### src/verilog/xfer_pkg.sv
package xfer_pkg;

	//////////////////////////////
	// Geometry
	//////////////////////////////

	localparam int NUM_CHAN = 16;
	localparam int NUM_CHIP = 6;
	localparam int NUM_SAMP = 4;
	localparam int SAMP_W = 12;

	// One slice word per chip per sample time
	localparam int SLICES_PER_EVT = NUM_SAMP * NUM_CHIP;
	// Header word plus every sample of the event
	localparam int EVT_WORDS = 1 + SLICES_PER_EVT * NUM_CHAN;

	// Buffer sizes
	localparam int CHAN_FIFO_DEPTH = 64;
	localparam int CHAN_FIFO_AW = $clog2(CHAN_FIFO_DEPTH);
	localparam int L1A_DEPTH = 8;
	localparam int L1A_AW = $clog2(L1A_DEPTH);
	localparam int RB_DEPTH = 1024;
	localparam int RB_AW = 10;

	//////////////////////////////
	// Data types
	//////////////////////////////

	typedef logic [SAMP_W-1:0] sample_t;

	// Channel 0 sits in the low bits
	typedef sample_t [NUM_CHAN-1:0] slice_t;

	typedef struct packed {
		logic hdr;
		sample_t data;
	} rb_word_t;

	typedef struct packed {
		logic clear;
		logic step;
		logic re;
	} seq_cmd_t;

	typedef struct packed {
		logic [3:0] chan;
		logic [2:0] chip;
		logic [1:0] samp;
	} seq_pos_t;

	typedef struct packed {
		logic we;
		logic hdr;
	} rb_wr_t;

	typedef enum logic [1:0] {
		ST_IDLE,
		ST_HEADER,
		ST_XFER,
		ST_DONE
	} xfer_state_e;

endpackage
### src/verilog/l1a_fifo.sv
`timescale 1ns/1ns

module l1a_fifo
	import xfer_pkg::*;
(
	input  logic    CLK,
	input  logic    RST,
	input  logic    trig,
	input  logic    l1a_pop,
	output sample_t evt_num,
	output logic    l1a_avail
);

	sample_t mem [L1A_DEPTH];
	sample_t evt_cnt;
	logic [L1A_AW-1:0] wr_ptr;
	logic [L1A_AW-1:0] rd_ptr;
	logic [L1A_AW:0] cnt;
	logic push_ok;
	logic pop_ok;

	assign push_ok = trig && (cnt != (L1A_AW+1)'(L1A_DEPTH));
	assign pop_ok = l1a_pop && (cnt != '0);

	always_ff @(posedge CLK) begin
		if (push_ok)
			mem[wr_ptr] <= evt_cnt;
	end

	// Event number wraps at 12 bits
	always_ff @(posedge CLK or posedge RST) begin
		if (RST) begin
			evt_cnt <= '0;
			wr_ptr <= '0;
			rd_ptr <= '0;
			cnt <= '0;
		end else begin
			if (push_ok) begin
				evt_cnt <= evt_cnt + 1'b1;
				wr_ptr <= wr_ptr + 1'b1;
			end
			if (pop_ok)
				rd_ptr <= rd_ptr + 1'b1;
			if (push_ok && !pop_ok)
				cnt <= cnt + 1'b1;
			else if (!push_ok && pop_ok)
				cnt <= cnt - 1'b1;
		end
	end

	assign evt_num = mem[rd_ptr];
	assign l1a_avail = (cnt != '0);

endmodule

### config.mk
export PLATFORM = sky130hd
export DESIGN_NAME = l1a_fifo
export DESIGN_NICKNAME = d
export VERILOG_FILES = /design/src/verilog/xfer_pkg.sv /design/src/verilog/l1a_fifo.sv
export SDC_FILE = /design/constraint.sdc
export NUM_CORES = 1
export LEC_CHECK = 0
export ABC_AREA = 1
export BUFFER_PORTS_ARGS = -buffer_cell sky130_fd_sc_hd__buf_2
export CORE_MARGIN = 8
export CORE_UTILIZATION = 45
export DETAILED_ROUTE_END_ITERATION = 10
export SYNTH_ARGS = -nofsm -noshare
export SYNTH_HDL_FRONTEND = slang
export SYNTH_SLANG_ARGS = --single-unit
export TNS_END_PERCENT = 5
### constraint.sdc
create_clock -name CLK -period 3.53 [get_ports CLK]
set_input_delay 0.706 -clock CLK [delete_from_list [all_inputs] [get_ports CLK]]
set_output_delay 0.706 -clock CLK [all_outputs]
set_load 0.03 [all_outputs]
==> run summary <==
Post-route setup slack - 603 ps
#FFs+latches synth - 118
CP bufs+invs - 2
Pins Over Slew Limit - 0
Setup CP Type - reg2out
Total Power - 5.48 mW
Internal power - 3.39 mW
Static leakage - 2.21 nW
Total number of vias - 3249
Worst R2R Setup Slack - 1290 ps
CTS tree - done
Pre-CTS WS - 1020 ps
Delay-heaviest family, CP - buffers and inverters
TNS Setup - 0 ps
Slowest stage delay, CP - 620 ps
Cell count of the worst reg-to-reg path - 11
IO Pins - 17
Final wirelength - 10.5 mm
Share of post-route cells with drive strength above 1 - 14.7%
CP Max Fanout - 49
Gate Count Post-Synth - 435
Core Box Area - 10800 µm²
Final Instance Area - 5780 µm²
Setup violations, final - 0
Die area - 14700 µm²
Num Clock Sinks - 118
Critical Path RT - 2820 ps
N_diodes - 0
H-tree depth - 4
Met2 usage - 25.5%
RSZ-0062 raised after global routing - false
Met1 Use GR - 18.9%
Clk slew on worst S/H paths - 60 ps
Port-buffer cells - 16
Final hold vios - 0
Starting DRT DRC Count - 307
# DRC - 0
Via density - 5.27
Net switching power - 2.08 mW
GR Util All Layers - 15.3%
Asr flop ratio synth - 18.6%
Setup crit end kind - output pin
R2R Path Start - cnt[3]
Worst clock skew - 7.41 ps
Die Y - 121 µm
Crit-path most repeated cell - nand2_1
Worst hold-check path type - in2async
WL/cell - 17.0 µm
Comb pwr share - 32.4%
Run status - completed
Total of max-cap violations - 0
Synthesized area - 4990 µm²
Count of cell types in the netlist - 29
Starting Density - 46.0%
Worst Max-Slew Pin Slew - 872 ps
P&R area growth vs syn - 16.0%
Clock power share - 29.7%
Root buf cell - clkbuf_8
Flop pwr share - 37.9%
VDD IR max - 0.455 mV
Top Usage Layer GRT - met2
Clk buf depth - 2
Vias in the first global route - 3237
DIE WIDTH - 121 µm
GR Util met3 - 4.19%
Post-CTS setup buffer count - 0
PwrDens - 947 nW/µm²
Pre-Repair DR Iteration Count - 7
Relative max-transition margin - 41.8%
Post-CTS Resized - 0
Placed Instance Area - 5220 µm²
Worst Path Arrival - 2220 ps
Sw Ratio - 38.1%
Num CTS Buffers - 17
Syn_nets - 446
Worst setup SP type - flip-flop
Row Count - 38
CTS Hold Bufs - 0
Skew-Pair Late Insertion Delay - 500 ps
Sequential element share of the synthesized area - 68.8%
Yosys warns - 0
Fin Hold WS - 377 ps
Gr ovfl total - 0
Gpl congestion - 0.739
R2r endpoint - cnt[3]
Syn avg cell area - 11.5 µm²
F_max - 0.342 GHz
Crit path cell chain - inv_2 -> o21ai_0 -> o22ai_1 -> nand2_1 -> nand2_1 -> buf_2
First-pass GRT wire length - 17.1 mm
Initial antenna violation count - 0
Tcrit/Tclk final - 82.9%
Number of flops mapped to enable cells by yosys - 96
Post-route ant nets - 0
Largest net degree at the start of global routing - 50
Final min period - 2930 ps
Final nets - 474
Post-DP HPWL - 6.21 mm
Slowest-stage cell, CP - inv_2
Main synth FF type - edfxtp_1
==> Yosys cell counts (2+ instances only) <==
cell | n | area, µm²
buf_2 | 7 | 35.0
buf_4 | 5 | 37.5
buf_6 | 2 | 22.5
clkbuf_1 | 2 | 7.51
dfrtp_1 | 22 | 551
edfxtp_1 | 96 | 2880
ha_1 | 6 | 75.1
inv_1 | 16 | 60.1
inv_2 | 4 | 15.0
nand2_1 | 94 | 353
nand2_2 | 3 | 18.8
nand3_1 | 6 | 30.0
nand4_1 | 5 | 31.3
nor2_1 | 67 | 251
nor2_2 | 3 | 18.8
nor2_4 | 2 | 22.5
o21ai_0 | 40 | 200
o21ai_1 | 10 | 50.1
o22ai_1 | 24 | 150
or2_1 | 2 | 12.5
xnor2_1 | 4 | 35.0
xor2_1 | 8 | 70.1
==> flip-flops by register name (all words and copies together) (netlist names) <==
signal,count
wr_ptr,3
mem,96
cnt,4
rd_ptr,3
evt_cnt,12
==> layer usage <==
layer | wire length (µm) | vias to the layer above
met4 | 48 | 0
met2 | 5280 | 79
met5 | 0 | -
met3 | 496 | 4
met1 | 4660 | 1604
li1 | - | 1562
==> kinds of logic after synthesis <==
logic type      count (synthesis)  synth area share, %
xor+xnor                       12                 2.11
compound gates                 76                 8.35
simple gates                  184                 15.1
flops                         118                 68.8
buf+inv                        38                 3.74
fa+ha+maj                       7                 1.91
==> area by class of cell <==
class / instances / area (µm²)
multi-input cells: 279 / 1370
clock buffers: 17 / 414
repair buffers: 27 / 163
fillers: 935 / 5060
flip-flops and latches: 118 / 3430
inverters: 20 / 75.1
well taps: 140 / 175
clock inverters: 15 / 155
==> through the flow <==
step / instances / util (%)
floorplan: 435 / -
global placement: 584 / 48.1
detailed placement: 584 / 48.1
CTS: 616 / 53.4
global route: 616 / 53.4
finish: 616 / 53.4
==> how the worst max path moves through the flow <==
stage,from,endpoint,slack (ps),depth (start not counted)
2_1_floorplan,cnt[0],cnt[3],1390,11
3_3_place_gp,trig,cnt[3],1080,10
3_5_place_dp,trig,cnt[3],1020,10
4_1_cts,rd_ptr[1],evt_num[11],580,6
5_1_grt,rd_ptr[1],evt_num[11],340,6
6_report,rd_ptr[0],evt_num[11],600,6
==> cells in the final DEF (no fill, tap or decap), types with 3 or more instances in the layout <==
cell type   instances
xnor2_1             4
edfxtp_1           96
clkinv_4            3
o21ai_0            40
xor2_1              8
ha_1                6
inv_1              16
inv_2               4
buf_4              11
nand2_1            94
nand4_1             5
clkbuf_16          16
nor2_2              3
o21ai_1            10
nand2_2             3
inv_6               3
nor2_1             67
nand3_1             6
buf_2              16
clkinvlp_4          4
dfrtp_1            22
o22ai_1            24
==> power groups by stage <==
stage	Sequential, mW	Combinational (mW)	Clock [mW]
final	2.07	1.78	1.62
after global routing	2.11	1.99	1.71
after CTS	2.07	1.80	1.64
after detailed placement	2.10	1.80	0
after global placement	2.09	1.76	0
after floorplan	2.02	1.35	0
Note: power is estimated with default switching activity, not from simulation.
