## src/verilog/xfer_pkg.sv

```systemverilog
package xfer_pkg;

	//////////////////////////////
	// Geometry
	//////////////////////////////

	localparam int NUM_CHAN = 16;
	localparam int NUM_CHIP = 6;
	localparam int NUM_SAMP = 4;
	localparam int SAMP_W = 12;

	// One slice word per chip per sample time
	localparam int SLICES_PER_EVT = NUM_SAMP * NUM_CHIP;
	// Header word plus every sample of the event
	localparam int EVT_WORDS = 1 + SLICES_PER_EVT * NUM_CHAN;

	// Buffer sizes
	localparam int CHAN_FIFO_DEPTH = 64;
	localparam int CHAN_FIFO_AW = $clog2(CHAN_FIFO_DEPTH);
	localparam int L1A_DEPTH = 8;
	localparam int L1A_AW = $clog2(L1A_DEPTH);
	localparam int RB_DEPTH = 1024;
	localparam int RB_AW = 10;

	//////////////////////////////
	// Data types
	//////////////////////////////

	typedef logic [SAMP_W-1:0] sample_t;

	// Channel 0 sits in the low bits
	typedef sample_t [NUM_CHAN-1:0] slice_t;

	typedef struct packed {
		logic hdr;
		sample_t data;
	} rb_word_t;

	typedef struct packed {
		logic clear;
		logic step;
		logic re;
	} seq_cmd_t;

	typedef struct packed {
		logic [3:0] chan;
		logic [2:0] chip;
		logic [1:0] samp;
	} seq_pos_t;

	typedef struct packed {
		logic we;
		logic hdr;
	} rb_wr_t;

	typedef enum logic [1:0] {
		ST_IDLE,
		ST_HEADER,
		ST_XFER,
		ST_DONE
	} xfer_state_e;

endpackage
```

## src/verilog/chan_sequencer.sv

```systemverilog
`timescale 1ns/1ns

module chan_sequencer
	import xfer_pkg::*;
(
	input  logic                CLK,
	input  logic                RST,
	input  seq_cmd_t            seq_cmd,
	input  slice_t              head,
	output logic [NUM_CHAN-1:0] rd_ena,
	output sample_t             samp_sel,
	output logic                seq_last
);

	seq_pos_t seq_pos;
	logic chan_wrap;
	logic chip_wrap;
	logic samp_wrap;

	assign chan_wrap = (seq_pos.chan == 4'(NUM_CHAN - 1));
	assign chip_wrap = (seq_pos.chip == 3'(NUM_CHIP - 1));
	assign samp_wrap = (seq_pos.samp == 2'(NUM_SAMP - 1));

	//////////////////////////////
	// Position counters
	//////////////////////////////

	// Channel innermost, then chip, then sample time
	always_ff @(posedge CLK or posedge RST) begin
		if (RST) begin
			seq_pos <= '0;
		end else if (seq_cmd.clear) begin
			seq_pos <= '0;
		end else if (seq_cmd.step) begin
			if (chan_wrap) begin
				seq_pos.chan <= '0;
				if (chip_wrap) begin
					seq_pos.chip <= '0;
					seq_pos.samp <= samp_wrap ? '0 : seq_pos.samp + 1'b1;
				end else begin
					seq_pos.chip <= seq_pos.chip + 1'b1;
				end
			end else begin
				seq_pos.chan <= seq_pos.chan + 1'b1;
			end
		end
	end

	//////////////////////////////
	// Read decode and sample mux
	//////////////////////////////

	always_comb begin
		rd_ena = '0;
		rd_ena[seq_pos.chan] = seq_cmd.re;
	end

	assign samp_sel = head[seq_pos.chan];

	// Final position of the event
	assign seq_last = chan_wrap && chip_wrap && samp_wrap;

endmodule

```

## config.mk

```make
export PLATFORM = sky130hd
export DESIGN_NAME = chan_sequencer
export DESIGN_NICKNAME = d
export VERILOG_FILES = /design/src/verilog/xfer_pkg.sv /design/src/verilog/chan_sequencer.sv
export SDC_FILE = /design/constraint.sdc
export NUM_CORES = 1
export LEC_CHECK = 0
export BUFFER_PORTS_ARGS = -buffer_cell sky130_fd_sc_hd__buf_2
export CAP_MARGIN = 40
export CORE_AREA = 2 2 88 90
export CTS_CLUSTER_SIZE = 20
export DETAILED_ROUTE_END_ITERATION = 8
export DIE_AREA = 0 0 90 92
export HOLD_SLACK_MARGIN = 0.1
export PLACE_DENSITY = 0.76
export SYNTH_ARGS = -nofsm -noshare
export SYNTH_HDL_FRONTEND = slang
export SYNTH_SLANG_ARGS = --single-unit
```

## constraint.sdc

```tcl
create_clock -name CLK -period 3.75 [get_ports CLK]
set_input_delay 0.5625 -clock CLK [delete_from_list [all_inputs] [get_ports CLK]]
set_output_delay 0.5625 -clock CLK [all_outputs]
set_load 0.01 [all_outputs]
```

==> metrics <==
CTS tree=yes; # fillers=722; Synth Flop Type=dfrtp_1; Area contributors post-synth=mux4_1 (31%), mux4_2 (23%), dfrtp_1 (10%); Gate Count Post-Synth=186; Critical Path Source=seq_pos[6]; leakage=0.001654 uW; via count=2722; vias per inst=5.379; met2 wire length=slightly below 5 mm; post-layout utilization of the core=45.46%; area share of the largest cell type after synthesis=31.43%; Reg-to-Reg Start=seq_pos[6]; final wirelength=9.941 mm; post-synthesis sequential area ratio=a little over 10%; Slew Limit Headroom=36.21%; DRC Markers=0; Critical Path AT=2.30 ns; DR top layer=met5; first-pass GRT wire length=14.92 mm; mapped cell area=2173 um2; power per cell area=approximately 180 nW/um2; clock root buffer=clkbuf_8; Final Hold Viols=0; Final #Nets=604; Hold-fix buffers, CTS=0; Avg Inst Size Synth=11.68 um2; Iter 0 DRT Violations=133; post-route ant nets=0; layout cells sized above 1=64.09%; Area growth syn-to-layout=55.79%; H-tree levels=1; CP max FO=36; Post-Syn Nets=~390; post-synth cell types=30; FFs w/ async S/R, synth=100.0%; post-route clock period utilization=76.39%; Buffers on Ports=225; vias in the first global route=2856; Setup TNS=0 ns; initial antenna violation count=4; Die Area=8280 um2; crit path time final=2.865 ns; Setup-failing EPs final=0; gr ovfl total=0; Max Freq=349.1 MHz; Setup WS pre-CTS=about 1.1 ns; outcome=complete, no violations; worst vdd ir=0.09828 mV; first-pass iteration count of the detailed router=4; CTS clk-pin slew, worst paths=0.04 ns; largest area contributor in the netlist=mux4_1; met3 WL post-DR=roughly 930 um; total CTS buffers=3; io pins=approximately 230; Avg WL per Cell=19.65 um; initial core utilization=between 20 and 30%; GRT Total Usage=23.02%; CORE AREA=7447 um2; CTS sink cnt=9; #FFs+latches synth=9; Final Slew Violations=0; r2r endpoint=seq_pos[0]; met1 WL=between 3 and 4 mm; measured slew at the worst slew-check pin=approximately 0.95 ns; hpwl dp=8.367 mm; max FFs per register=9; largest net degree at the start of global routing=37; Ys Warns=0; RePlAce Congestion=0.8909; slack of the critical path=about 0.89 ns; largest register by flop count=seq_pos; Setup crit start kind=register; top flop regs=seq_pos x9; Post-synth EDFFs=0; Rows=32; cts repair resizes=0; RSZ-0062 raised after global routing=false; Clock Tree Buf Depth=2; Worst setup EP type=primary output; HP Class=input pin to async pin; flop-to-flop setup slack=1.43 ns; R2R depth=4; clock latency on the worst-skew pair=0.23 ns; CP Class=register to primary output; Max-cap violations=0; width of the chip=roughly 90 um; Setup Skew=0.001752 ns; Setup Buffers After CTS=0; Chip Height=92 um; WP data required=3.19 ns
-- power by group --
group / internal, uW / switching (uW) / total, uW
Combinational: 225 / 148 / 373
Sequential: 99.9 / 14.4 / 114
Clock: 74.0 / 37.9 / 112
Total: 399 / 200 / 599
-- worst max-delay path: stages (launching register included) --
cell	delay (ns)
dfrtp_2	0.83
buf_4	0.38
mux4_1	0.33
a22oi_1	0.22
nand2_1	0.12
buf_2	0.16
-- kinds of logic after synthesis --
kind of cell / synth area share, %
compound gates: 11.05
xor+xnor: 0.8061
fa+ha+maj: 2.879
buf+inv: 7.023
flops: 10.36
mux: 54.69
simple gates: 13.18
-- layout make-up --
cell class	instances	area [um2]	share of cell area [%]
diodes	3	7.507	0.2217
clock buffers	4	45.04	1.330
inverters	5	18.77	0.5543
multi-input cells	153	1795	53.03
flip-flops and latches	9	227.7	6.726
well taps	102	127.6	3.769
repair buffers	230	1164	34.37
-- placed cells by master, fill, tap and decap left out --
master / synthesis / final
a21oi_1: 7 / 7
mux4_1: 26 / 26
inv_1: 5 / 5
nand4b_1: 1 / 1
xor2_1: 1 / 1
or3_1: 1 / 1
a22oi_1: 24 / 24
or4_1: 3 / 3
ha_1: 5 / 5
nor2b_1: 1 / 1
nand2b_1: 6 / 6
and4_1: 1 / 1
mux4_2: 22 / 22
nor3_1: 1 / 1
buf_2: 5 / 225
and2b_1: 1 / 1
mux2i_1: 1 / 1
diode_2: 0 / 3
clkbuf_1: 4 / 1
dfrtp_1: 9 / 7
dfrtp_2: 0 / 2
nand2_1: 22 / 22
nand3b_1: 1 / 1
buf_4: 1 / 5
clkbuf_8: 0 / 3
xnor2_1: 1 / 1
and2_1: 1 / 1
nand4_1: 2 / 2
nor2_1: 20 / 20
o21ai_0: 5 / 5
-- synth_stat cells (2+ instances only) --
master    instances
dfrtp_1           9
nor2_1           20
inv_1             5
nand2_1          22
nand2b_1          6
o21ai_0           5
mux4_1           26
buf_6             6
buf_2             5
a22oi_1          24
or4_1             3
nand4_1           2
mux4_2           22
clkbuf_4          2
clkbuf_1          4
ha_1              5
a21oi_1           7
-- metrics by stage --
| step | instances | power (uW) | cell area [um2] | hold WS (ns) |
|---|---|---|---|---|
| after floorplan | 186 | 335.4 | 2173 | 0.3904 |
| after global placement | 499 | 482.2 | 3333 | 0.5344 |
| after detailed placement | 499 | 487.5 | 3333 | 0.5546 |
| after CTS | 503 | 602.5 | 3378 | 0.3089 |
| after global routing | 505 | 638.7 | 3383 | 0.3374 |
| final | 506 | 599.5 | 3386 | 0.2950 |
-- routing by layer --
metal	vias to the layer above	GRT usage, %
met5	-	0
met4	2	5.641
met3	26	8.135
met2	158	40.79
met1	1316	26.63
li1	1220	-
-- worst max-delay path by stage --
stage	slack, ns	end	cells after the start
floorplan	1.71	samp_sel[9]	5
global placement	1.15	samp_sel[2]	6
detailed placement	1.15	samp_sel[2]	6
CTS	0.89	samp_sel[2]	6
global route	0.73	samp_sel[2]	6
finish	0.89	samp_sel[5]	5
No activity file was read; power rests on OpenSTA's default activity.
