## src/verilog/xfer_pkg.sv

```systemverilog
package xfer_pkg;

	//////////////////////////////
	// Geometry
	//////////////////////////////

	localparam int NUM_CHAN = 16;
	localparam int NUM_CHIP = 6;
	localparam int NUM_SAMP = 4;
	localparam int SAMP_W = 12;

	// One slice word per chip per sample time
	localparam int SLICES_PER_EVT = NUM_SAMP * NUM_CHIP;
	// Header word plus every sample of the event
	localparam int EVT_WORDS = 1 + SLICES_PER_EVT * NUM_CHAN;

	// Buffer sizes
	localparam int CHAN_FIFO_DEPTH = 64;
	localparam int CHAN_FIFO_AW = $clog2(CHAN_FIFO_DEPTH);
	localparam int L1A_DEPTH = 8;
	localparam int L1A_AW = $clog2(L1A_DEPTH);
	localparam int RB_DEPTH = 1024;
	localparam int RB_AW = 10;

	//////////////////////////////
	// Data types
	//////////////////////////////

	typedef logic [SAMP_W-1:0] sample_t;

	// Channel 0 sits in the low bits
	typedef sample_t [NUM_CHAN-1:0] slice_t;

	typedef struct packed {
		logic hdr;
		sample_t data;
	} rb_word_t;

	typedef struct packed {
		logic clear;
		logic step;
		logic re;
	} seq_cmd_t;

	typedef struct packed {
		logic [3:0] chan;
		logic [2:0] chip;
		logic [1:0] samp;
	} seq_pos_t;

	typedef struct packed {
		logic we;
		logic hdr;
	} rb_wr_t;

	typedef enum logic [1:0] {
		ST_IDLE,
		ST_HEADER,
		ST_XFER,
		ST_DONE
	} xfer_state_e;

endpackage
```

## src/verilog/xfer_ctrl.sv

```systemverilog
`timescale 1ns/1ns

module xfer_ctrl
	import xfer_pkg::*;
(
	input  logic           CLK,
	input  logic           RST,
	input  logic           jtag_mode,
	input  logic           evt_rdy,
	input  logic           l1a_avail,
	input  logic [RB_AW:0] rb_free,
	input  logic           seq_last,
	output seq_cmd_t       seq_cmd,
	output rb_wr_t         rb_wr,
	output logic           l1a_pop,
	output logic           busy
);

	xfer_state_e state;
	xfer_state_e state_nxt;
	logic room;
	logic start;

	//////////////////////////////
	// Start conditions
	//////////////////////////////

	// Whole event must fit in the ring
	assign room = (rb_free >= (RB_AW+1)'(EVT_WORDS));
	assign start = !jtag_mode && evt_rdy && l1a_avail && room;

	//////////////////////////////
	// State register
	//////////////////////////////

	always_ff @(posedge CLK or posedge RST) begin
		if (RST)
			state <= ST_IDLE;
		else
			state <= state_nxt;
	end

	always_comb begin
		state_nxt = state;
		case (state)
			ST_IDLE: begin
				if (start)
					state_nxt = ST_HEADER;
			end
			ST_HEADER:
				state_nxt = ST_XFER;
			ST_XFER: begin
				// Last sample written this cycle
				if (seq_last && seq_cmd.step)
					state_nxt = ST_DONE;
			end
			ST_DONE:
				state_nxt = ST_IDLE;
			default:
				state_nxt = ST_IDLE;
		endcase
	end

	//////////////////////////////
	// Strobes per state
	//////////////////////////////

	always_comb begin
		seq_cmd = '0;
		rb_wr = '0;
		l1a_pop = 1'b0;
		case (state)
			ST_HEADER: begin
				l1a_pop = 1'b1;
				rb_wr.we = 1'b1;
				rb_wr.hdr = 1'b1;
				seq_cmd.clear = 1'b1;
			end
			ST_XFER: begin
				seq_cmd.re = 1'b1;
				seq_cmd.step = 1'b1;
				rb_wr.we = seq_cmd.re;
			end
			default: ;
		endcase
	end

	assign busy = (state != ST_IDLE);

endmodule

```

## config.mk

```make
export PLATFORM = sky130hd
export DESIGN_NAME = xfer_ctrl
export DESIGN_NICKNAME = d
export VERILOG_FILES = /design/src/verilog/xfer_pkg.sv /design/src/verilog/xfer_ctrl.sv
export SDC_FILE = /design/constraint.sdc
export NUM_CORES = 1
export LEC_CHECK = 0
export BUFFER_PORTS_ARGS = -buffer_cell sky130_fd_sc_hd__buf_4
export CAP_MARGIN = 15
export CELL_PAD_IN_SITES_DETAIL_PLACEMENT = 0
export CELL_PAD_IN_SITES_GLOBAL_PLACEMENT = 2
export CORE_MARGIN = 1
export CORE_UTILIZATION = 17
export DETAILED_ROUTE_END_ITERATION = 12
export PLACE_DENSITY_LB_ADDON = 0.1
export REMOVE_ABC_BUFFERS = 1
export SLEW_MARGIN = 10
export SYNTH_ARGS = -nofsm -noshare
export SYNTH_HDL_FRONTEND = slang
export SYNTH_SLANG_ARGS = --single-unit
```

## constraint.sdc

```tcl
create_clock -name CLK -period 4.3 [get_ports CLK]
set_clock_uncertainty 0.2 [all_clocks]
set_input_delay 0.215 -clock CLK [delete_from_list [all_inputs] [get_ports CLK]]
set_output_delay 0.215 -clock CLK [all_outputs]
set_load 0.02 [all_outputs]
```

==> flow_metrics.py, run 1 <==
metrics = {
    "pwr": {
        "swShare_pct": 44.1,
        "internal_power_uw": 160,
        "ir_worst_vdd_mv": 0.319,
        "p_seq_share_pct": 12.7,
        "p_per_area_nw_per_um2": 643,
        "p_switching_uw": 126,
        "power.leakage_uw": 0.000237,
        "clock_power_share_pct": 14.7,
        "combPwrFrac_pct": 72.6,
    },
    "worst_setup_path": {
        "rrSetupSlack_ps": 2370,
        "worstSetupPathDepth": 6,
        "end_kind": "flip-flop",
        "rr_worst_depth": 6,
        "cp-endpoint": "state[1]",
        "critPathKind": "reg2reg",
        "reg2reg_to": "state[1]",
        "path_buf_inv": 1,
        "path_delay_family": "simple AND/OR/NAND/NOR gates",
        "worstReg2RegStart": "state[0]",
        "critPathLaunch": "state[0]",
        "critPathSlowestCell": "dfrtp_1",
        "required_ps": 4200,
        "worstPathArrival_ps": 1830,
        "worstPathCellList": "inv_1 > ha_1 > nor2b_1 > nor2_1 > nor3_2 > mux2_4",
        "startpoint_type": "flip-flop",
        "crit_fanout": 4,
        "crit_path_max_incr_delay_ps": 370,
    },
    "global_route": {
        "antenna_found_initial": 0,
        "grt-ovfl-total": 0,
        "grt_pass1_wl_um": 828,
        "grt_util_all_layers_pct": 8.72,
        "grt_pass1_vias": 241,
        "grt_max_degree": 5,
    },
    "placed_design": {
        "hpwl_um": 499,
        "gp_congestion": 0.524,
        "port_buffers": 23,
    },
    "cts": {
        "h-tree-depth": 1,
        "postCtsSetupBuffers": 0,
        "cts_buffers": 3,
        "ctsHoldBuffers": 1,
        "cts_tree": "done",
        "clk_latency_ps": 220,
        "clk_pin_slew_worst_paths_ps": 30,
        "cts-resized-gates": 0,
        "cts.path.max_buffers": 2,
        "clock-sinks": 2,
        "clockRootBuffer": "clkbuf_4",
    },
    "status": {
        "status": "complete, no violations",
    },
    "floorplanning": {
        "start_util_pct": 18.8,
        "die_h_um": 40.4,
        "io_pins": 24,
        "rows": 13,
        "die_area_um2": 1630,
        "coreArea_um2": 1330,
        "die_w_um": 40.4,
    },
    "detailed_routing": {
        "drtIter0Drc": 0,
        "via_per_inst": 4.11,
        "wl_per_cell_um": 9.44,
        "ant_nets": 0,
        "num_vias": 263,
        "wl_um": 604,
        "drc": 0,
        "drt-pass1-iter-count": 1,
    },
    "synthesis": {
        "synth.avg_cell_area_um2": 9.62,
        "yosys_warnings": 0,
        "ys_types": 14,
        "seq_area_frac_synth_pct": 20.0,
        "ys_ff_latch": 2,
        "netlist_area_um2": 250,
        "syn-instance-count": 26,
    },
    "timing": {
        "rsz0062_at_grt": "false",
        "fmax_ghz": 0.519,
        "relSlewSlack_pct": 79.3,
        "period_needed_ps": 1930,
        "maxSlewViolCount": 0,
        "period_share_pct": 44.8,
        "tightest_slew_ps": 310,
        "hold_violations": 0,
        "tns_ps": 0,
        "setup_viol": 0,
    },
    "layout": {
        "final_cell_mix": "buf_4, inv_1, nor2_1, ha_1, clkbuf_4",
        "drive_gt1_share_pct": 63.3,
        "nFillCells": 155,
        "diodes": 0,
        "flow.area_growth_from_synthesis_pct": 77.5,
        "regMostFlops": "state",
        "post-route-util_pct": 33.3,
        "largest_reg_flops": 2,
        "final_common_cell": "buf_4",
        "fin_nets": 71,
        "top_regs": "state (2)",
    },
    "flow_run": {
        "cap_violations": 0,
    },
    "worst_hold_path": {
        "hold_path.class": "in2async",
    },
}
[cell families after synthesis]
group           after synthesis  synth area share [%]
compound gates                2                  8.00
fa+ha+maj                     3                  15.0
buf+inv                       8                  18.0
flops                         2                  20.0
mux                           1                  6.00
simple gates                 10                  33.0
[layer usage]
layer | vias up | GRT usage [%] | part of all wire [%]
li1 | 129 | - | -
met1 | 121 | 6.19 | 29
met2 | 13 | 14.7 | 58
met3 | 0 | 3.33 | 13
met4 | 0 | 12.5 | 0
met5 | - | 0 | 0
[cells in the mapped netlist]
master,number,area (µm²)
nor2_1,3,11.3
nand3b_4,1,20.0
a21oi_1,1,5.00
inv_1,4,15.0
nor2b_1,1,6.26
nor3_2,1,10.0
dfrtp_1,2,50.1
buf_4,4,30.0
a2111oi_2,1,15.0
nand2_1,1,3.75
nor3_1,2,10.0
mux2_4,1,15.0
nor4_4,1,21.3
ha_1,3,37.5
[metrics by stage]
step                      total power (µW)  instance area, µm²  hold slack [ps]  worst slack, ps  std cells
after global placement                 245                 412             -125             2360         60
final                                  286                 444              200             2370         64
after CTS                              294                 444              193             2340         64
after detailed placement               248                 412             -124             2350         60
after floorplan                        168                 220             -244             2240         22
after global routing                   311                 444              208             2260         64
[how the worst min path moves through the flow]
stage / startpoint / endpoint
final: RST / state[0]
after global routing: RST / state[1]
after CTS: RST / state[0]
after detailed placement: RST / state[1]
after global placement: RST / state[1]
after floorplan: RST / state[0]
[tightest hold or removal path: cells and delay by family]
kind / cells / cell delay (ps)
buffers and inverters: 3 / 740
[power by group through the flow]
stage                     Sequential [µW]  Clock (µW)  Combinational, µW
after floorplan                      34.7           0                133
after global placement               36.7           0                208
after detailed placement             37.0           0                211
after CTS                            36.9        45.4                212
after global routing                 37.4        45.6                228
final                                36.4        41.9                207
[area by class of cell]
cell class                 count  area, µm²  area share, %
inverter                       4       15.0           3.38
clock buffer                   3       22.5           5.07
multi-input combinational     16        155           34.9
timing repair buffer          24        183           41.1
tap                           15       18.8           4.23
sequential                     2       50.0           11.3
(Power assumes the default switching activity.)
==> run 2, diff against run 1 <==
Settings changed: ABC_AREA set to 1, CORE_UTILIZATION 17 to 15.
Clock period 4.3 ns to 1.8 ns, I/O delays scaled along.
==> run 2 against run 1 <==
Net effect: worst hold slack worse by 170 ps; flip-flop and latch count unchanged; total power up 140%; register-to-register slack worse by 2000 ps; critical path depth unchanged; sequential power up 140%; design area up 6.8%; global-route usage down 1.2 points; maximum frequency up 35%; final cell count up 39%; largest power group unchanged.
==> flow_metrics.py, run 2 <==
metrics = {
    "layout": {
        "fin_cells": 89,
        "flow.area_growth_from_synthesis_pct": 76.3,
        "final_common_cell": "buf_4",
        "fin_nets": 87,
        "top_regs": "state (2)",
        "drive_gt1_share_pct": 49.2,
        "final_cell_mix": "buf_4, nand2_1, inv_1",
        "largest_reg_flops": 2,
        "diodes": 0,
        "nFillCells": 180,
        "regMostFlops": "state",
    },
    "timing": {
        "hold_violations": 0,
        "setup_viol": 0,
        "period_needed_ps": 1430,
        "tightest_slew_ps": 106,
        "rsz0062_at_grt": "false",
        "tns_ps": 0,
        "relSlewSlack_pct": 92.9,
        "maxSlewViolCount": 0,
        "fmax_ghz": 0.699,
        "period_share_pct": 79.4,
    },
    "floorplanning": {
        "io_pins": 24,
        "start_util_pct": 16.9,
        "die_area_um2": 1970,
        "die_h_um": 44.4,
        "coreArea_um2": 1590,
        "die_w_um": 44.4,
        "rows": 14,
    },
    "pwr": {
        "ir_worst_vdd_mv": 0.584,
        "power.leakage_uw": 0.000288,
        "p_total_uw": 683,
        "p_per_area_nw_per_um2": 1440,
    },
    "worst_setup_path": {
        "crit_fanout": 3,
        "end_kind": "flip-flop",
        "crit_path_frequent_cell": "inv_1",
        "rrSetupSlack_ps": 370,
        "path_buf_inv": 2,
        "path_delay_family": "flip-flops",
        "crit_path_max_incr_delay_ps": 390,
        "worstPathCellList": "inv_1 > ha_1 > inv_1 > or2_4 > nand3_1 > nand2_1",
        "critPathSlowestCell": "dfrtp_1",
        "critPathKind": "reg2reg",
        "startpoint_type": "flip-flop",
        "worstPathArrival_ps": 1330,
        "required_ps": 1700,
    },
    "synthesis": {
        "muxShareOfSynthArea_pct": 0,
        "synthXorXnorAreaFrac_pct": 0,
        "synth.top_cells.by_area": "dfrtp_1, ha_1, inv_1",
        "netlist_area_um2": 269,
        "synth_top_area_share_pct": 18.6,
        "synthTopCellsByCount": "inv_1, nand2_1, buf_4, nor2_1",
        "synth_simple_gate_area_share_pct": 39.1,
        "synth_fa_ha_area_share_pct": 14.0,
        "synth-edff-count": 0,
        "yosys_warnings": 0,
        "synth_top_family_by_area": "simple AND/OR/NAND/NOR gates",
        "ys_types": 11,
        "syn-instance-count": 42,
        "yosys.area.top_type": "dfrtp_1",
        "synth_compound_area_share_pct": 3.26,
        "synth.avg_cell_area_um2": 6.40,
        "ys_ff_latch": 2,
        "async_flop_share_pct": 100,
        "ys.flop_type": "dfrtp_1",
        "seq_area_frac_synth_pct": 18.6,
    },
    "status": {
        "status": "complete, no violations",
    },
    "detailed_routing": {
        "wl_um": 601,
        "ant_nets": 0,
        "wl_per_cell_um": 6.75,
        "drc": 0,
        "drt-pass1-iter-count": 4,
        "via_per_inst": 3.43,
        "drtIter0Drc": 5,
        "num_vias": 305,
    },
    "cts": {
        "clk_latency_ps": 220,
        "clock-sinks": 2,
        "cts.path.max_buffers": 2,
        "clockRootBuffer": "clkbuf_4",
        "clk_pin_slew_worst_paths_ps": 30,
        "h-tree-depth": 1,
        "cts-resized-gates": 0,
        "cts_tree": "done",
        "cts_buffers": 3,
        "ctsHoldBuffers": 1,
        "postCtsSetupBuffers": 0,
    },
    "placed_design": {
        "place_inst": 85,
        "port_buffers": 23,
        "gp_congestion": 0.632,
        "hpwl_um": 541,
    },
    "flow_run": {
        "cap_violations": 0,
    },
    "global_route": {
        "grt_pass1_vias": 317,
        "antenna_found_initial": 0,
        "grt_pass1_wl_um": 1100,
        "grt-ovfl-total": 0,
        "grt_max_degree": 4,
        "grt_util_all_layers_pct": 7.56,
    },
    "worst_hold_path": {
        "hold_path.class": "in2reg",
    },
}
[run 2: changes by cell type after synthesis, sizes merged, moves of 3 or more]
| cell | delta |
|---|---|
| nand3 | +3 |
| nor3 | -3 |
| inv | +6 |
| nand2 | +12 |
[run 2: worst paths after layout]
kind	startpoint	end	cells past startpoint
max in group asynchronous	RST	state[0]	3
min in group asynchronous	RST	state[1]	3
max	state[0]	state[0]	6
min reg2reg	state[1]	state[1]	2
max reg2reg	state[0]	state[0]	6
min	seq_last	state[1]	4
[run 2: worst register-to-register path, cell delays in order (launching register included)]
cell and delay [ps]:
dfrtp_1 390, inv_1 90, ha_1 190, inv_1 60, or2_4 240, nand3_1 90, nand2_1 60
[run 2: cell families after synthesis]
kind of cell	after synthesis
AOI/OAI and AO/OA	1
adders and majority gates	3
buffers and inverters	14
DFF	2
and+or+nand+nor	22
[run 2: where the power goes]
| part | internal, µW | switching, µW | total, µW |
|---|---|---|---|
| Clock | 73.5 | 24.5 | 98.0 |
| Sequential | 70.7 | 18.0 | 88.7 |
| Combinational | 219 | 277 | 496 |
| Total | 363 | 320 | 683 |
[run 2: per-stage QoR]
| stage | setup WS [ps] | utilization (%) | hold WS, ps | instance area [µm²] |
|---|---|---|---|---|
| 2_1_floorplan | 167 | - | -369 | 239 |
| 3_3_place_gp | 379 | 27.7 | -243 | 442 |
| 3_5_place_dp | 353 | 27.7 | -246 | 442 |
| 4_1_cts | 346 | 29.7 | 24.5 | 474 |
| 5_1_grt | 284 | 29.7 | 71.1 | 474 |
| 6_report | 370 | 29.7 | 28.6 | 474 |
[run 2: layout make-up]
cell class | instances | area (µm²) | area share, %
timing repair buffer | 24 | 183 | 38.5
multi-input combinational | 26 | 151 | 31.9
sequential | 2 | 50.0 | 10.6
inverter | 10 | 37.5 | 7.92
tap | 24 | 30.0 | 6.33
clock buffer | 3 | 22.5 | 4.75
[run 2: metal layers]
metal	GRT usage (%)	part of all wire, %	up-vias
li1	-	-	164
met1	9.11	50	125
met2	11.8	41	16
met3	4.08	8.0	0
met4	1.82	0	0
met5	0	0	-
==> run 3, diff against run 2 <==
Settings changed: ABC_AREA 1 to 0, CORE_UTILIZATION 15 to 16.
Clock period 1.8 ns to 1.47 ns, I/O delays scaled along.
==> run 3 against run 2 <==
Net effect: the run now ends with setup timing left; largest cell class unchanged; first-iteration DRC count shrank 80%; highest routed layer unchanged; critical endpoint is now state[1]; count of clock-buffer cells in the layout is the same; setup slack lost 580 ps; global-route usage grew 1.8 points; core utilization grew 9.3 points.
==> flow_metrics.py, run 3 (synthesis results as in run 1) <==
metrics = {
    "status": {
        "status": "finished, violations left",
        "violations": "setup timing",
    },
    "floorplanning": {
        "io_pins": 24,
        "die_area_um2": 1730,
        "die_h_um": 41.5,
        "start_util_pct": 18.1,
        "rows": 13,
        "die_w_um": 41.5,
        "coreArea_um2": 1380,
    },
    "global_route": {
        "grt_util_all_layers_pct": 9.33,
        "grt_pass1_wl_um": 1240,
        "antenna_found_initial": 0,
        "grt_pass1_vias": 302,
        "grt-ovfl-total": 0,
        "grt_max_degree": 4,
    },
    "worst_setup_path": {
        "worstPathArrival_ps": 1580,
        "required_ps": 1370,
        "startpoint_type": "flip-flop",
        "critPathLaunch": "state[0]",
        "crit_fanout": 3,
        "critPathKind": "reg2reg",
        "worstReg2RegStart": "state[0]",
        "end_kind": "flip-flop",
    },
    "layout": {
        "post-route-util_pct": 39.0,
        "regMostFlops": "state",
        "fin_cells": 71,
        "flow.area_growth_from_synthesis_pct": 115,
        "diodes": 0,
        "final_cell_mix": "buf_4, clkbuf_4",
        "seqCellArea_um2": 50.0,
        "largest_reg_flops": 2,
        "fin_nets": 78,
        "multi_input_area_um2": 195,
        "final_common_cell": "buf_4",
        "nFillCells": 138,
        "top_regs": "state (2)",
        "drive_gt1_share_pct": 80.4,
    },
    "pwr": {
        "combPwrFrac_pct": 78.7,
        "ir_worst_vdd_mv": 1.20,
        "clock_power_share_pct": 11.0,
        "power.leakage_uw": 0.000274,
        "p_seq_share_pct": 10.3,
        "p_per_area_nw_per_um2": 2000,
        "swShare_pct": 41.1,
        "internal_power_uw": 636,
        "p_switching_uw": 445,
    },
    "timing": {
        "setup_ws_ps": -213,
        "hold_violations": 0,
        "maxSlewViolCount": 0,
        "period_needed_ps": 1680,
        "fin_hold_ws_ps": 63.5,
        "period_share_pct": 115,
        "tns_ps": -468,
        "tightest_slew_ps": 309,
        "setup_viol": 6,
        "rsz0062_at_grt": "true",
        "fmax_ghz": 0.594,
        "relSlewSlack_pct": 79.4,
    },
    "placed_design": {
        "place_inst": 66,
        "gp_congestion": 0.669,
        "port_buffers": 23,
        "place_ws_ps": -362,
    },
    "worst_hold_path": {
        "hold_path.class": "in2async",
    },
    "cts": {
        "clockRootBuffer": "clkbuf_4",
        "cts.path.max_buffers": 2,
        "clock-sinks": 2,
        "clk_latency_ps": 220,
        "h-tree-depth": 1,
        "clk_pin_slew_worst_paths_ps": 30,
        "cts_tree": "done",
        "cts_buffers": 3,
    },
    "detailed_routing": {
        "num_vias": 288,
        "via_per_inst": 4.06,
        "wl_um": 664,
        "wl_per_cell_um": 9.35,
        "drtIter0Drc": 1,
        "drc": 0,
        "drt-pass1-iter-count": 2,
        "ant_nets": 0,
    },
    "flow_run": {
        "cap_violations": 0,
    },
}
[run 3: cell count changes in the layout (fill, tap and decap cells not counted), moves of 2 or more]
cell,delta
inv_1,-8
nand2_2,-3
ha_4,+2
nand3_1,-3
nand2_1,-9
ha_1,-2
buf_4,+7
nor3_2,+2
nor2_1,-2
[run 3: metrics by stage]
| step | power (µW) | instance area, µm² |
|---|---|---|
| final | 1080 | 539 |
| after global routing | 1160 | 539 |
| after CTS | 1080 | 537 |
| after detailed placement | 848 | 457 |
| after global placement | 833 | 457 |
| after floorplan | 491 | 220 |
[run 3: power by group through the flow]
| stage | registers, µW | logic, µW | clock network (µW) |
|---|---|---|---|
| finish | 112 | 851 | 119 |
| global route | 115 | 913 | 132 |
| detailed placement | 102 | 746 | 0 |
| floorplan | 101 | 390 | 0 |
| CTS | 111 | 847 | 126 |
| global placement | 101 | 732 | 0 |
[run 3: path summary, 6_finish.rpt]
path	to	slack (ps)	depth (start not counted)
setup / recovery	state[1]	-210	6
max in group asynchronous	state[1]	890	3
min in group CLK	state[0]	140	5
hold reg to reg	state[0]	470	3
hold / removal	state[0]	60	3
setup reg to reg	state[1]	-210	6
[run 3: cell type report]
class,instances,area share [%]
Multi-Input combinational cell,16,36.2
Tap cell,15,3.48
Inverter,4,3.25
Clock buffer,3,4.18
Timing Repair Buffer,31,43.6
Sequential cell,2,9.28
[run 3: repair_timing]
action / in CTS / in global routing
resized for setup: 10 / 1
hold buffers: 1 / 0
hold endpoints to repair: 2 / 0
buffers inserted: 1 / 0
pin swaps: 4 / 1
setup endpoints to repair: 7 / 7
[run 3: metal layers]
metal,vias up,track usage [%],routed length (µm)
li1,143,-,-
met3,0,4.35,37
met1,133,10.3,247
met2,12,14.4,379
met5,-,0,0
met4,0,5.81,0
[run 3: critical path: stages (launching register included)]
cell and delay [ps]:
dfrtp_1 370, inv_2 80, ha_4 120, nor2b_4 180, a2111oi_2 60, nor3_2 230
mux2_4 320
